**config.mk**
```make
export PLATFORM = sky130hd
export DESIGN_NAME = de0
export DESIGN_NICKNAME = d
export VERILOG_FILES = /design/src/verilog/t11_bus_pkg.sv /design/src/verilog/board_pkg.sv /design/src/verilog/reset_gen.sv /design/src/verilog/switch_console.sv /design/src/verilog/bus_cycle.sv /design/src/verilog/bus_memory.sv /design/src/verilog/intr_encoder.sv /design/src/verilog/hex_display.sv /design/src/verilog/de0.sv
export VERILOG_INCLUDE_DIRS = /design/src /design/src/verilog
export SDC_FILE = /design/constraint.sdc
export NUM_CORES = 2
export LEC_CHECK = 0
export BUFFER_PORTS_ARGS = -buffer_cell sky130_fd_sc_hd__buf_4
export CORE_UTILIZATION = 55
export DETAILED_ROUTE_END_ITERATION = 8
export GPL_TIMING_DRIVEN = 0
export PLACE_DENSITY = 0.75
export SLEW_MARGIN = 20
export SYNTH_ARGS = -nofsm -noshare
export SYNTH_HDL_FRONTEND = slang
export SYNTH_SLANG_ARGS = --single-unit
```
**constraint.sdc**
```tcl
create_clock -name clk -period 6.5 [get_ports clk]
set_input_delay 1.3 -clock clk [delete_from_list [all_inputs] [get_ports clk]]
set_output_delay 1.3 -clock clk [all_outputs]
set_load 0.01 [all_outputs]
```
**src/verilog/t11_params.svh**
```systemverilog
// Build-time constants for the T-11 bus demo.
// Changing T11_MEM_AW also changes how many address bits the memory decodes.
// The byte address is 8 bits, so T11_MEM_AW must stay at 7 or below.
`ifndef T11_PARAMS_SVH
`define T11_PARAMS_SVH

// Memory wait states, counted from CAS falling to READY rising
`define T11_WAIT_STATES 2

// Released-button cycles needed before system reset ends
`define T11_RESET_HOLD 255

// Word address width of the bus memory (128 words)
`define T11_MEM_AW 7

// Vector of request line 0, octal 100
`define T11_VEC_BASE 16'o100

`endif

```
**src/verilog/t11_bus_pkg.sv**
```systemverilog
// Types of the multiplexed T-11 style external bus.
// Strobes are active low, as on the real chip.
// Only the memory and interrupt-acknowledge select codes are decoded.
package t11_bus_pkg;

   typedef logic [15:0] dal_t;     // Data/address lines
   typedef logic [7:0]  addr_t;    // Byte address
   typedef logic [1:0]  wb_t;      // Active-low write/byte mask
   typedef logic [1:0]  sel_t;     // Cycle select code

   // Select codes
   localparam sel_t SEL_MEM  = 2'b00;   // Memory cycle
   localparam sel_t SEL_IACK = 2'b11;   // Interrupt acknowledge

   // Both mask bits high means no write
   localparam wb_t WB_READ = 2'b11;

   // Sequencer states
   typedef enum logic [1:0]
   {
      IDLE,    // No cycle
      ADDR,    // RAS low, address on DAL
      DATA,    // CAS low, wait for READY
      DONE     // Strobes released, result valid
   } bus_state_t;

endpackage

```
**src/verilog/board_pkg.sv**
```systemverilog
// Types of the DE0 board side: display patterns and the switch console.
// Segment patterns are active low with the decimal point at bit 7.
package board_pkg;

   typedef logic [7:0] seg_t;      // Active-low segments, dp at bit 7
   typedef logic [3:0] nibble_t;   // One hex digit

   // Console op, taken from switches 9:8
   typedef enum logic [1:0]
   {
      LOAD       = 2'b00,   // Load address register
      WRITE_BYTE = 2'b01,   // Byte write to addr
      READ       = 2'b10,   // Word read from addr
      IACK       = 2'b11    // Interrupt acknowledge read
   } op_t;

   // Console states
   typedef enum logic
   {
      CON_IDLE,   // Ready for a button press
      WAIT_BUS    // Bus cycle in flight
   } console_state_t;

endpackage

```
**src/verilog/reset_gen.sv**
```systemverilog
// Reset stretcher for the board push button.
// System reset holds for T11_RESET_HOLD + 1 clean cycles after release.
// Any low sample of the button restarts the hold count.
`timescale 1ns/1ns
`include "t11_params.svh"

module reset_gen
(
   input  logic clk,
   input  logic rst_n,        // Raw push button, active low
   output logic sys_rst_n     // Stretched system reset
);

   localparam int CW = $clog2(`T11_RESET_HOLD + 1);

   logic [CW-1:0] cnt;        // Clean released cycles

   always_ff @(posedge clk)
   begin
      if (!rst_n)
         cnt <= '0;                           // Bounce restarts count
      else if (cnt != CW'(`T11_RESET_HOLD))
         cnt <= cnt + 1'b1;                   // Saturates at hold

      // Registered terminal compare
      sys_rst_n <= rst_n && (cnt == CW'(`T11_RESET_HOLD));
   end

endmodule

```
**src/verilog/switch_console.sv**
```systemverilog
// Switch console that stands in for the processor.
// Buttons are active low and pass a two-stage synchronizer before edge detection.
// Execute presses are dropped while a bus cycle is running.
`timescale 1ns/1ns

module switch_console
(
   input  logic               clk,
   input  logic               sys_rst_n,
   input  logic [1:0]         button,     // 0 execute, 1 step address
   input  logic [9:0]         sw,         // 9:8 op, 7:0 value
   input  logic               busy,
   output logic               start,      // One-cycle bus request
   output board_pkg::op_t     op,
   output t11_bus_pkg::addr_t addr,
   output t11_bus_pkg::dal_t  wdata
);

   import board_pkg::*;

   logic [1:0]     sync1;      // First sync stage
   logic [1:0]     sync2;      // Second sync stage
   logic [1:0]     btn_q;      // Previous synced level
   logic           exec_p;     // Execute press pulse
   logic           step_p;     // Step press pulse
   console_state_t state;
   op_t            sw_op;

   assign sw_op = op_t'(sw[9:8]);

   // Synchronizer and falling-edge detect
   always_ff @(posedge clk)
   begin
      if (!sys_rst_n)
      begin
         sync1  <= 2'b11;     // Released
         sync2  <= 2'b11;
         btn_q  <= 2'b11;
         exec_p <= 1'b0;
         step_p <= 1'b0;
      end
      else
      begin
         sync1  <= button;
         sync2  <= sync1;
         btn_q  <= sync2;
         exec_p <= btn_q[0] & ~sync2[0];   // High-to-low seen
         step_p <= btn_q[1] & ~sync2[1];
      end
   end

   always_ff @(posedge clk)
   begin
      if (!sys_rst_n)
      begin
         state <= CON_IDLE;
         start <= 1'b0;
         op    <= LOAD;
         addr  <= '0;
      end
      else
      begin
         start <= 1'b0;                    // Pulse only
         case (state)
            CON_IDLE:
               if (exec_p && !busy)
               begin
                  if (sw_op == LOAD)
                     addr <= sw[7:0];      // No bus cycle
                  else
                  begin
                     start <= 1'b1;
                     op    <= sw_op;
                     state <= WAIT_BUS;
                  end
               end
            WAIT_BUS:
               // Start still high means busy has not risen yet
               if (!busy && !start)
                  state <= CON_IDLE;
            default:
               state <= CON_IDLE;
         endcase
         if (step_p)
            addr <= addr + 8'd2;           // Next word
      end
   end

   // Same byte on both lanes, the mask picks one
   always_ff @(posedge clk)
   begin
      if (state == CON_IDLE && exec_p && !busy)
         wdata <= {2{sw[7:0]}};
   end

endmodule

```
**src/verilog/bus_cycle.sv**
```systemverilog
// T-11 style bus cycle sequencer.
// One cycle of RAS with the address, then CAS until READY, then one idle-strobe cycle.
// Request inputs are latched on start, so the console may change them mid-cycle.
// The byte lane of a write comes from address bit 0.
`timescale 1ns/1ns

module bus_cycle
(
   input  logic               clk,
   input  logic               sys_rst_n,
   input  logic               start,
   input  board_pkg::op_t     op,
   input  t11_bus_pkg::addr_t addr,
   input  t11_bus_pkg::dal_t  wdata,
   input  logic               ready,
   input  t11_bus_pkg::dal_t  rdata_bus,  // Word returned by target
   output logic               ras_n,
   output logic               cas_n,
   output logic               pi,         // Priority strobe on IACK
   output t11_bus_pkg::sel_t  sel,
   output t11_bus_pkg::wb_t   wb_n,
   output t11_bus_pkg::dal_t  dal_out,
   output logic               busy,
   output logic               done,
   output t11_bus_pkg::dal_t  rdata
);

   import t11_bus_pkg::*;
   import board_pkg::*;

   bus_state_t state;
   op_t        op_q;        // Latched request
   addr_t      addr_q;
   dal_t       wdata_q;
   logic       is_write;
   logic       is_iack;

   assign is_write = (op_q == WRITE_BYTE);
   assign is_iack  = (op_q == IACK);

   always_ff @(posedge clk)
   begin
      if (!sys_rst_n)
      begin
         state <= IDLE;
         op_q  <= READ;
      end
      else
      begin
         case (state)
            IDLE:
               if (start)
               begin
                  state <= ADDR;
                  op_q  <= op;
               end
            ADDR:    state <= DATA;            // Single address cycle
            DATA:    if (ready) state <= DONE; // Target wait states
            DONE:    state <= IDLE;
            default: state <= IDLE;
         endcase
      end
   end

   always_ff @(posedge clk)
   begin
      if (state == IDLE && start)
      begin
         addr_q  <= addr;
         wdata_q <= wdata;
      end
      if (state == DATA && ready && !is_write)
         rdata <= rdata_bus;                  // Valid from DONE on
   end

   assign busy  = (state != IDLE);
   assign done  = (state == DONE);
   assign ras_n = !(state == ADDR || state == DATA);
   assign cas_n = (state != DATA);
   assign pi    = (state == DONE) && is_iack; // Clears acked line
   assign sel   = (busy && is_iack) ? SEL_IACK : SEL_MEM;

   // Odd address writes the high lane
   assign wb_n = (state == DATA && is_write) ? (addr_q[0] ? 2'b01 : 2'b10) : WB_READ;

   always_comb
   begin
      case (state)
         ADDR:    dal_out = dal_t'(addr_q);            // Address phase
         DATA:    dal_out = is_write ? wdata_q : '0;   // Write data
         default: dal_out = '0;
      endcase
   end

endmodule

```
**src/verilog/bus_memory.sv**
```systemverilog
// Word memory on the T-11 bus with byte-lane writes.
// Answers only select code 00. READY comes T11_WAIT_STATES cycles after CAS falls.
// Contents are not cleared by reset.
`timescale 1ns/1ns
`include "t11_params.svh"

module bus_memory
#(
   parameter int AW = `T11_MEM_AW        // Word address width
)
(
   input  logic              clk,
   input  logic              ras_n,
   input  logic              cas_n,
   input  t11_bus_pkg::sel_t sel,
   input  t11_bus_pkg::wb_t  wb_n,
   input  t11_bus_pkg::dal_t dal_out,
   output logic              ready,
   output t11_bus_pkg::dal_t rdata
);

   import t11_bus_pkg::*;

   localparam int WW = $clog2(`T11_WAIT_STATES + 2);

   dal_t          mem [2**AW];   // Word storage
   logic [AW-1:0] waddr;         // Word address from RAS
   logic          ras_q;         // RAS of last cycle
   logic [WW-1:0] wcnt;          // Wait states elapsed
   logic          cycle_on;      // CAS low on a memory cycle

   assign cycle_on = !cas_n && (sel == SEL_MEM);
   assign ready    = cycle_on && (wcnt == WW'(`T11_WAIT_STATES));
   assign rdata    = mem[waddr];  // Whole word, both lanes

   always_ff @(posedge clk)
   begin
      ras_q <= ras_n;
      if (ras_q && !ras_n)
         waddr <= dal_out[AW:1];  // Falling RAS, drop byte bit

      if (!cycle_on)
         wcnt <= '0;              // Restart when CAS rises
      else if (wcnt != WW'(`T11_WAIT_STATES))
         wcnt <= wcnt + 1'b1;
   end

   // Lane writes on the READY cycle only
   always_ff @(posedge clk)
   begin
      if (ready && !wb_n[0])
         mem[waddr][7:0] <= dal_out[7:0];
      if (ready && !wb_n[1])
         mem[waddr][15:8] <= dal_out[15:8];
   end

endmodule

```
**src/verilog/intr_encoder.sv**
```systemverilog
// Coded interrupt priority encoder, line 3 highest.
// Request lines are async, sampled once and latched on their rising edge.
// An acknowledge cycle returns T11_VEC_BASE + 4 * line and PI clears that line.
`timescale 1ns/1ns
`include "t11_params.svh"

module intr_encoder
(
   input  logic              clk,
   input  logic              sys_rst_n,
   input  logic [3:0]        irq,       // Active high requests
   input  logic              cas_n,
   input  t11_bus_pkg::sel_t sel,
   input  logic              pi,
   output logic [3:0]        cp_n,      // Inverted code, index + 1
   output logic              vec_n,     // Low while any pending
   output logic              ready,
   output t11_bus_pkg::dal_t vector
);

   import t11_bus_pkg::*;

   logic [3:0] irq_s;     // Sampled lines
   logic [3:0] irq_q;     // Previous sample
   logic [3:0] pend;      // Latched requests
   logic [1:0] idx;       // Winning line

   // Later lines overwrite, so highest wins
   always_comb
   begin
      idx = 2'd0;
      for (int i = 0; i < 4; i++)
         if (pend[i])
            idx = 2'(i);
   end

   assign vec_n  = ~|pend;
   assign cp_n   = vec_n ? 4'hF : ~(4'(idx) + 4'd1);
   assign vector = dal_t'(`T11_VEC_BASE) + dal_t'({idx, 2'b00});
   assign ready  = !cas_n && (sel == SEL_IACK);   // No wait states

   always_ff @(posedge clk)
   begin
      if (!sys_rst_n)
      begin
         irq_s <= '0;
         irq_q <= '0;
         pend  <= '0;
      end
      else
      begin
         irq_s <= irq;
         irq_q <= irq_s;
         pend  <= (pend & ~(pi ? (4'b0001 << idx) : 4'b0000)) | (irq_s & ~irq_q);
      end
   end

endmodule

```
**src/verilog/hex_display.sv**
```systemverilog
// Four-digit display of the last word read on the bus.
// Segments are active low, decimal points stay off. Digit 0 is the low nibble.
`timescale 1ns/1ns

module hex_display
(
   input  logic              clk,
   input  logic              sys_rst_n,
   input  logic              done,
   input  t11_bus_pkg::dal_t rdata,
   output board_pkg::seg_t   hex0,
   output board_pkg::seg_t   hex1,
   output board_pkg::seg_t   hex2,
   output board_pkg::seg_t   hex3
);

   import t11_bus_pkg::*;
   import board_pkg::*;

   dal_t shown;     // Word on the digits

   // Common-anode font, dp bit high
   function automatic seg_t seg_of(input nibble_t n);
      case (n)
         4'h0:    seg_of = 8'hC0;
         4'h1:    seg_of = 8'hF9;
         4'h2:    seg_of = 8'hA4;
         4'h3:    seg_of = 8'hB0;
         4'h4:    seg_of = 8'h99;
         4'h5:    seg_of = 8'h92;
         4'h6:    seg_of = 8'h82;
         4'h7:    seg_of = 8'hF8;
         4'h8:    seg_of = 8'h80;
         4'h9:    seg_of = 8'h90;
         4'hA:    seg_of = 8'h88;
         4'hB:    seg_of = 8'h83;
         4'hC:    seg_of = 8'hC6;
         4'hD:    seg_of = 8'hA1;
         4'hE:    seg_of = 8'h86;
         default: seg_of = 8'h8E;   // F
      endcase
   endfunction

   always_ff @(posedge clk)
   begin
      if (!sys_rst_n)
         shown <= '0;          // Shows 0000
      else if (done)
         shown <= rdata;
   end

   assign hex0 = seg_of(shown[3:0]);
   assign hex1 = seg_of(shown[7:4]);
   assign hex2 = seg_of(shown[11:8]);
   assign hex3 = seg_of(shown[15:12]);

endmodule

```
**src/verilog/de0.sv**
```systemverilog
// DE0 board top for the T-11 bus demo.
// A switch console replaces the processor. SDRAM, flash, LCD, SD, PS2, VGA and UART
// pins are not carried. The bus goes out on GPIO0 and the DAL on the SDRAM data
// pins, both as output-only probes for a logic analyzer.
`timescale 1ns/1ns

module de0
(
   input  logic              clk,            // 50 MHz
   input  logic              rst_n,          // Reset button
   input  logic [1:0]        de0_button,     // Execute, step
   input  logic [9:0]        de0_sw,
   input  logic [3:0]        de0_gpio1_d,    // Interrupt requests
   output board_pkg::seg_t   de0_hex0,
   output board_pkg::seg_t   de0_hex1,
   output board_pkg::seg_t   de0_hex2,
   output board_pkg::seg_t   de0_hex3,
   output logic [9:0]        de0_led,
   output logic [31:0]       de0_gpio0_d,    // Bus probe
   output t11_bus_pkg::dal_t de0_dram_dq     // DAL probe
);

   import t11_bus_pkg::*;
   import board_pkg::*;

   logic       sys_rst_n;
   logic       start;
   logic       busy;
   logic       done;
   logic       ras_n;
   logic       cas_n;
   logic       pi;
   logic       ready;        // Selected target READY
   logic       mem_ready;
   logic       irq_ready;
   logic       vec_n;
   logic [3:0] cp_n;
   op_t        op;
   addr_t      addr;
   sel_t       sel;
   wb_t        wb_n;
   dal_t       wdata;
   dal_t       dal_out;
   dal_t       rdata;        // Captured read word
   dal_t       rdata_bus;    // Selected target word
   dal_t       mem_rdata;
   dal_t       vector;

   reset_gen u_reset (.clk(clk), .rst_n(rst_n), .sys_rst_n(sys_rst_n));

   switch_console u_console
   (
      .clk(clk), .sys_rst_n(sys_rst_n), .button(de0_button), .sw(de0_sw),
      .busy(busy), .start(start), .op(op), .addr(addr), .wdata(wdata)
   );

   bus_cycle u_bus
   (
      .clk(clk), .sys_rst_n(sys_rst_n), .start(start), .op(op), .addr(addr),
      .wdata(wdata), .ready(ready), .rdata_bus(rdata_bus), .ras_n(ras_n),
      .cas_n(cas_n), .pi(pi), .sel(sel), .wb_n(wb_n), .dal_out(dal_out),
      .busy(busy), .done(done), .rdata(rdata)
   );

   bus_memory u_mem
   (
      .clk(clk), .ras_n(ras_n), .cas_n(cas_n), .sel(sel), .wb_n(wb_n),
      .dal_out(dal_out), .ready(mem_ready), .rdata(mem_rdata)
   );

   intr_encoder u_intr
   (
      .clk(clk), .sys_rst_n(sys_rst_n), .irq(de0_gpio1_d), .cas_n(cas_n),
      .sel(sel), .pi(pi), .cp_n(cp_n), .vec_n(vec_n), .ready(irq_ready),
      .vector(vector)
   );

   hex_display u_hex
   (
      .clk(clk), .sys_rst_n(sys_rst_n), .done(done), .rdata(rdata),
      .hex0(de0_hex0), .hex1(de0_hex1), .hex2(de0_hex2), .hex3(de0_hex3)
   );

   // Target select by cycle code
   assign rdata_bus = (sel == SEL_IACK) ? vector : mem_rdata;
   assign ready     = (sel == SEL_IACK) ? irq_ready : mem_ready;

   // Probe layout for the analyzer pod
   assign de0_gpio0_d = {19'd0, vec_n, cp_n, ready, wb_n, sel, pi, cas_n, ras_n};
   assign de0_dram_dq = dal_out;

   assign de0_led = {6'd0, ~rst_n, ~sys_rst_n, ~vec_n, busy};

endmodule

```
==> impl_results.md <==
- Run status: finished, final reports clean
- CP Class: flip-flop to output port
- Critical path capture point type: output port
- GP Congestion: 1.07
- Hold Path Class: flip-flop to flip-flop
- Seq/Total Area, Yosys: 0.753
- Hold path depth: 1
- Row cnt: 144
- GRT Residual Overflow: 0
- CP Data Arrival Time: 4.57 ns
- Clock Latency Late Sink: 0.89 ns
- Syn_area_per_cell: 19.4 µm²
- Vias post-DR: 50600
- Req. time, crit path: 5.20 ns
- FFs w/ async S/R, synth: 0
- Final Max Slew Viols: 0
- Flop2flop setup slack: 0.86 ns
- CTS tree: done
- Slew @ Worst Pin: 1.43 ns
- Synthesized netlist cell count: 4443
- Area leader, netlist: edfxtp_1
- Ports: 108
- Die height: 398 µm
- Share of cells above drive strength 1: 0.220
- Count of cell types in the netlist: 74
- Period utilization: 0.903
- Slew headroom: 0.0464
- CTS H-tree depth: 4
- Mapped Area: 0.0862 mm²
- Total Nets Final: 4842
- Clock root cell: clkbuf_16
- Gates resized, CTS repair: 0
- Peak supply drop: 0.000309 V
- Final setup viols: 0
- Commonest non-fill, non-tap cell in the layout: edfxtp_1
- Die ar.: 0.158 mm²
- Routed Antenna Nets: 0
- DRT Pass-1 Iters: 7
- Startpoint types: flip-flop
- Largest net degree at the start of global routing: 81
- Area Growth Syn to Fin: 12.7%
- Initial DRC Count: 10700
- IO Port Bufs: 77
- DRC viols: 0
- Num CTS Buffers: 211
- Tightest hold margin: 0.410 ns
- Post-CTS setup buffer count: 0
- Max-cap violations: 0
- WHS Endpoint: u_console.sync2[1]
- Initial Util: 0.557
- Core Region: 0.155 mm²
- Reg2reg end: u_bus.rdata[8]
- Main flop type after synthesis: edfxtp_1
- Number of vias per cell: 7.20
- Reg clk slew, reported paths: 0.06 ns
- Clock sink count: 2194
- Worst-path maximum fanout: 12
- Hold-fix buffers, CTS: 0
- Post-Route WL: 301000 µm
- Flops & latches, synth: 2194
- Initial antenna violation count: 28
- Number of global-route vias before repair: 47100
- GR Util All Layers: 0.382
- Wire per inst: 42.9 µm
- Hold wc startpoint: u_console.sync1[1]
- Power Density: 282 mW/mm²
- Count of final hold-check violations: 0
- CTS Buffer Depth: 3
- Most frequent cells in the layout: edfxtp_1 (2095), mux4_2 (404), mux2i_1 (355), nor2_1 (324), clkbuf_16 (211)
- R2r worst-path depth: 9
- Die width: 398 µm
- Setup Skew: 0.0602 ns
- Yosys top cell area share: 0.730
- First-pass GRT wire length: 399000 µm
- RSZ-0062 raised after global routing: no
- Static leakage power: 28.5 nW
- Post-synth EDFFs: 2095
- Synth Warn #: 0
- Hpwl dp: 199000 µm
- Minimum clock period: 5.87 ns
- Max Freq: 0.170 GHz
- TNS Setup: 0 ns
- Top post-synthesis cells by area: edfxtp_1 (73%), mux4_2 (11%), mux2i_1 (4.1%), dfxtp_1 (2.3%), nor2_1 (1.5%)
==> cell type report <==
cell class / instances / area (µm²)
multi-input cells: 1957 / 19700
fillers: 10300 / 57600
clock inverters: 130 / 1220
repair buffers: 108 / 1300
diodes: 15 / 37.5
flip-flops and latches: 2194 / 64900
well taps: 2044 / 2560
clock buffers: 258 / 5480
inverters: 37 / 139
plain buffers: 283 / 1820
==> how the worst max path moves through the flow <==
stage,start,depth (start not counted),slack [ns],endpoint
final,u_bus.state[1],7,0.63,de0_gpio0_d[4]
after detailed placement,flip-flop,10,1.30,u_bus.rdata[8]
after global routing,u_bus.state[0],7,0.61,de0_dram_dq[3]
after floorplan,u_bus.state[0],6,0.75,de0_dram_dq[4]
after global placement,u_bus.state[0],6,-3.22,de0_dram_dq[3]
after CTS,u_bus.state[0],7,0.77,de0_dram_dq[3]
==> stage by stage <==
stage | setup WS (ns) | util | power, mW | cell area [µm²] | cells
finish | 0.630 | 0.628 | 27.4 | 97100 | 7026
floorplan | 0.752 | - | 15.6 | 86300 | 4471
detailed placement | 1.30 | 0.584 | 15.6 | 90400 | 6623
global route | 0.610 | 0.627 | 27.8 | 97100 | 7011
CTS | 0.768 | 0.627 | 27.3 | 97100 | 7011
global placement | -3.22 | 0.578 | 15.6 | 89400 | 6592
==> kinds of logic after synthesis <==
group                      after synthesis  synth area share
DFF                                   2194             0.753
muxes                                  785             0.150
and+or+nand+nor                        721            0.0380
AOI/OAI and AO/OA                      384            0.0314
buffers and inverters                  320            0.0223
adders and majority gates               32           0.00464
xor gates and xnor gates                 5          0.000508
other                                    2         0.0000871
==> cell usage after synthesis (all sizes together) (21+ instances only) <==
library cell / instances
nand2: 126
inv: 35
nor2b: 46
a211oi: 45
nor3: 21
nand4: 26
nand3: 71
buf: 193
ha: 32
a22oi: 118
nor2: 342
o22ai: 24
dfxtp: 99
mux2i: 355
o21ai: 32
a21oi: 55
mux2: 25
mux4: 405
edfxtp: 2095
clkbuf: 90
==> sequential cells by signal, summed over array words and instances, names as in the netlist, 4 cells and up, named ones only <==
name	cells
u_mem.mem	2048
u_bus.rdata	16
u_hex.shown	16
u_bus.addr_q	8
u_bus.wdata_q	8
u_console.addr	8
u_console.wdata	8
u_reset.cnt	8
u_hex.hex0	7
u_hex.hex1	7
u_hex.hex2	7
u_hex.hex3	7
u_mem.waddr	7
u_intr.irq_q	4
u_intr.irq_s	4
u_intr.pend	4
==> critical path: stages (launching register included) <==
cell      delay, ns
dfxtp_1        0.33
inv_1          0.13
ha_1           0.27
nand3b_1       0.60
clkinv_1       1.16
clkbuf_2       0.72
buf_4          0.30
buf_4          0.13
==> power by group <==
| group | leakage (nW) | internal [mW] | switching, mW |
|---|---|---|---|
| sequential | 15.3 | 15.2 | 0.00126 |
| combinational | 9.88 | 0.0205 | 0.0168 |
| clock | 3.28 | 6.59 | 5.49 |
| total | 28.5 | 21.8 | 5.51 |
==> routing by layer <==
layer,vias up,global-route usage,wire length (µm)
met5,-,0.00817,554
met4,26,0.261,24900
met3,1158,0.169,52400
met2,5334,0.525,126000
met1,25400,0.486,97600
li1,18700,-,-
No activity file was read; power rests on OpenSTA's default activity.
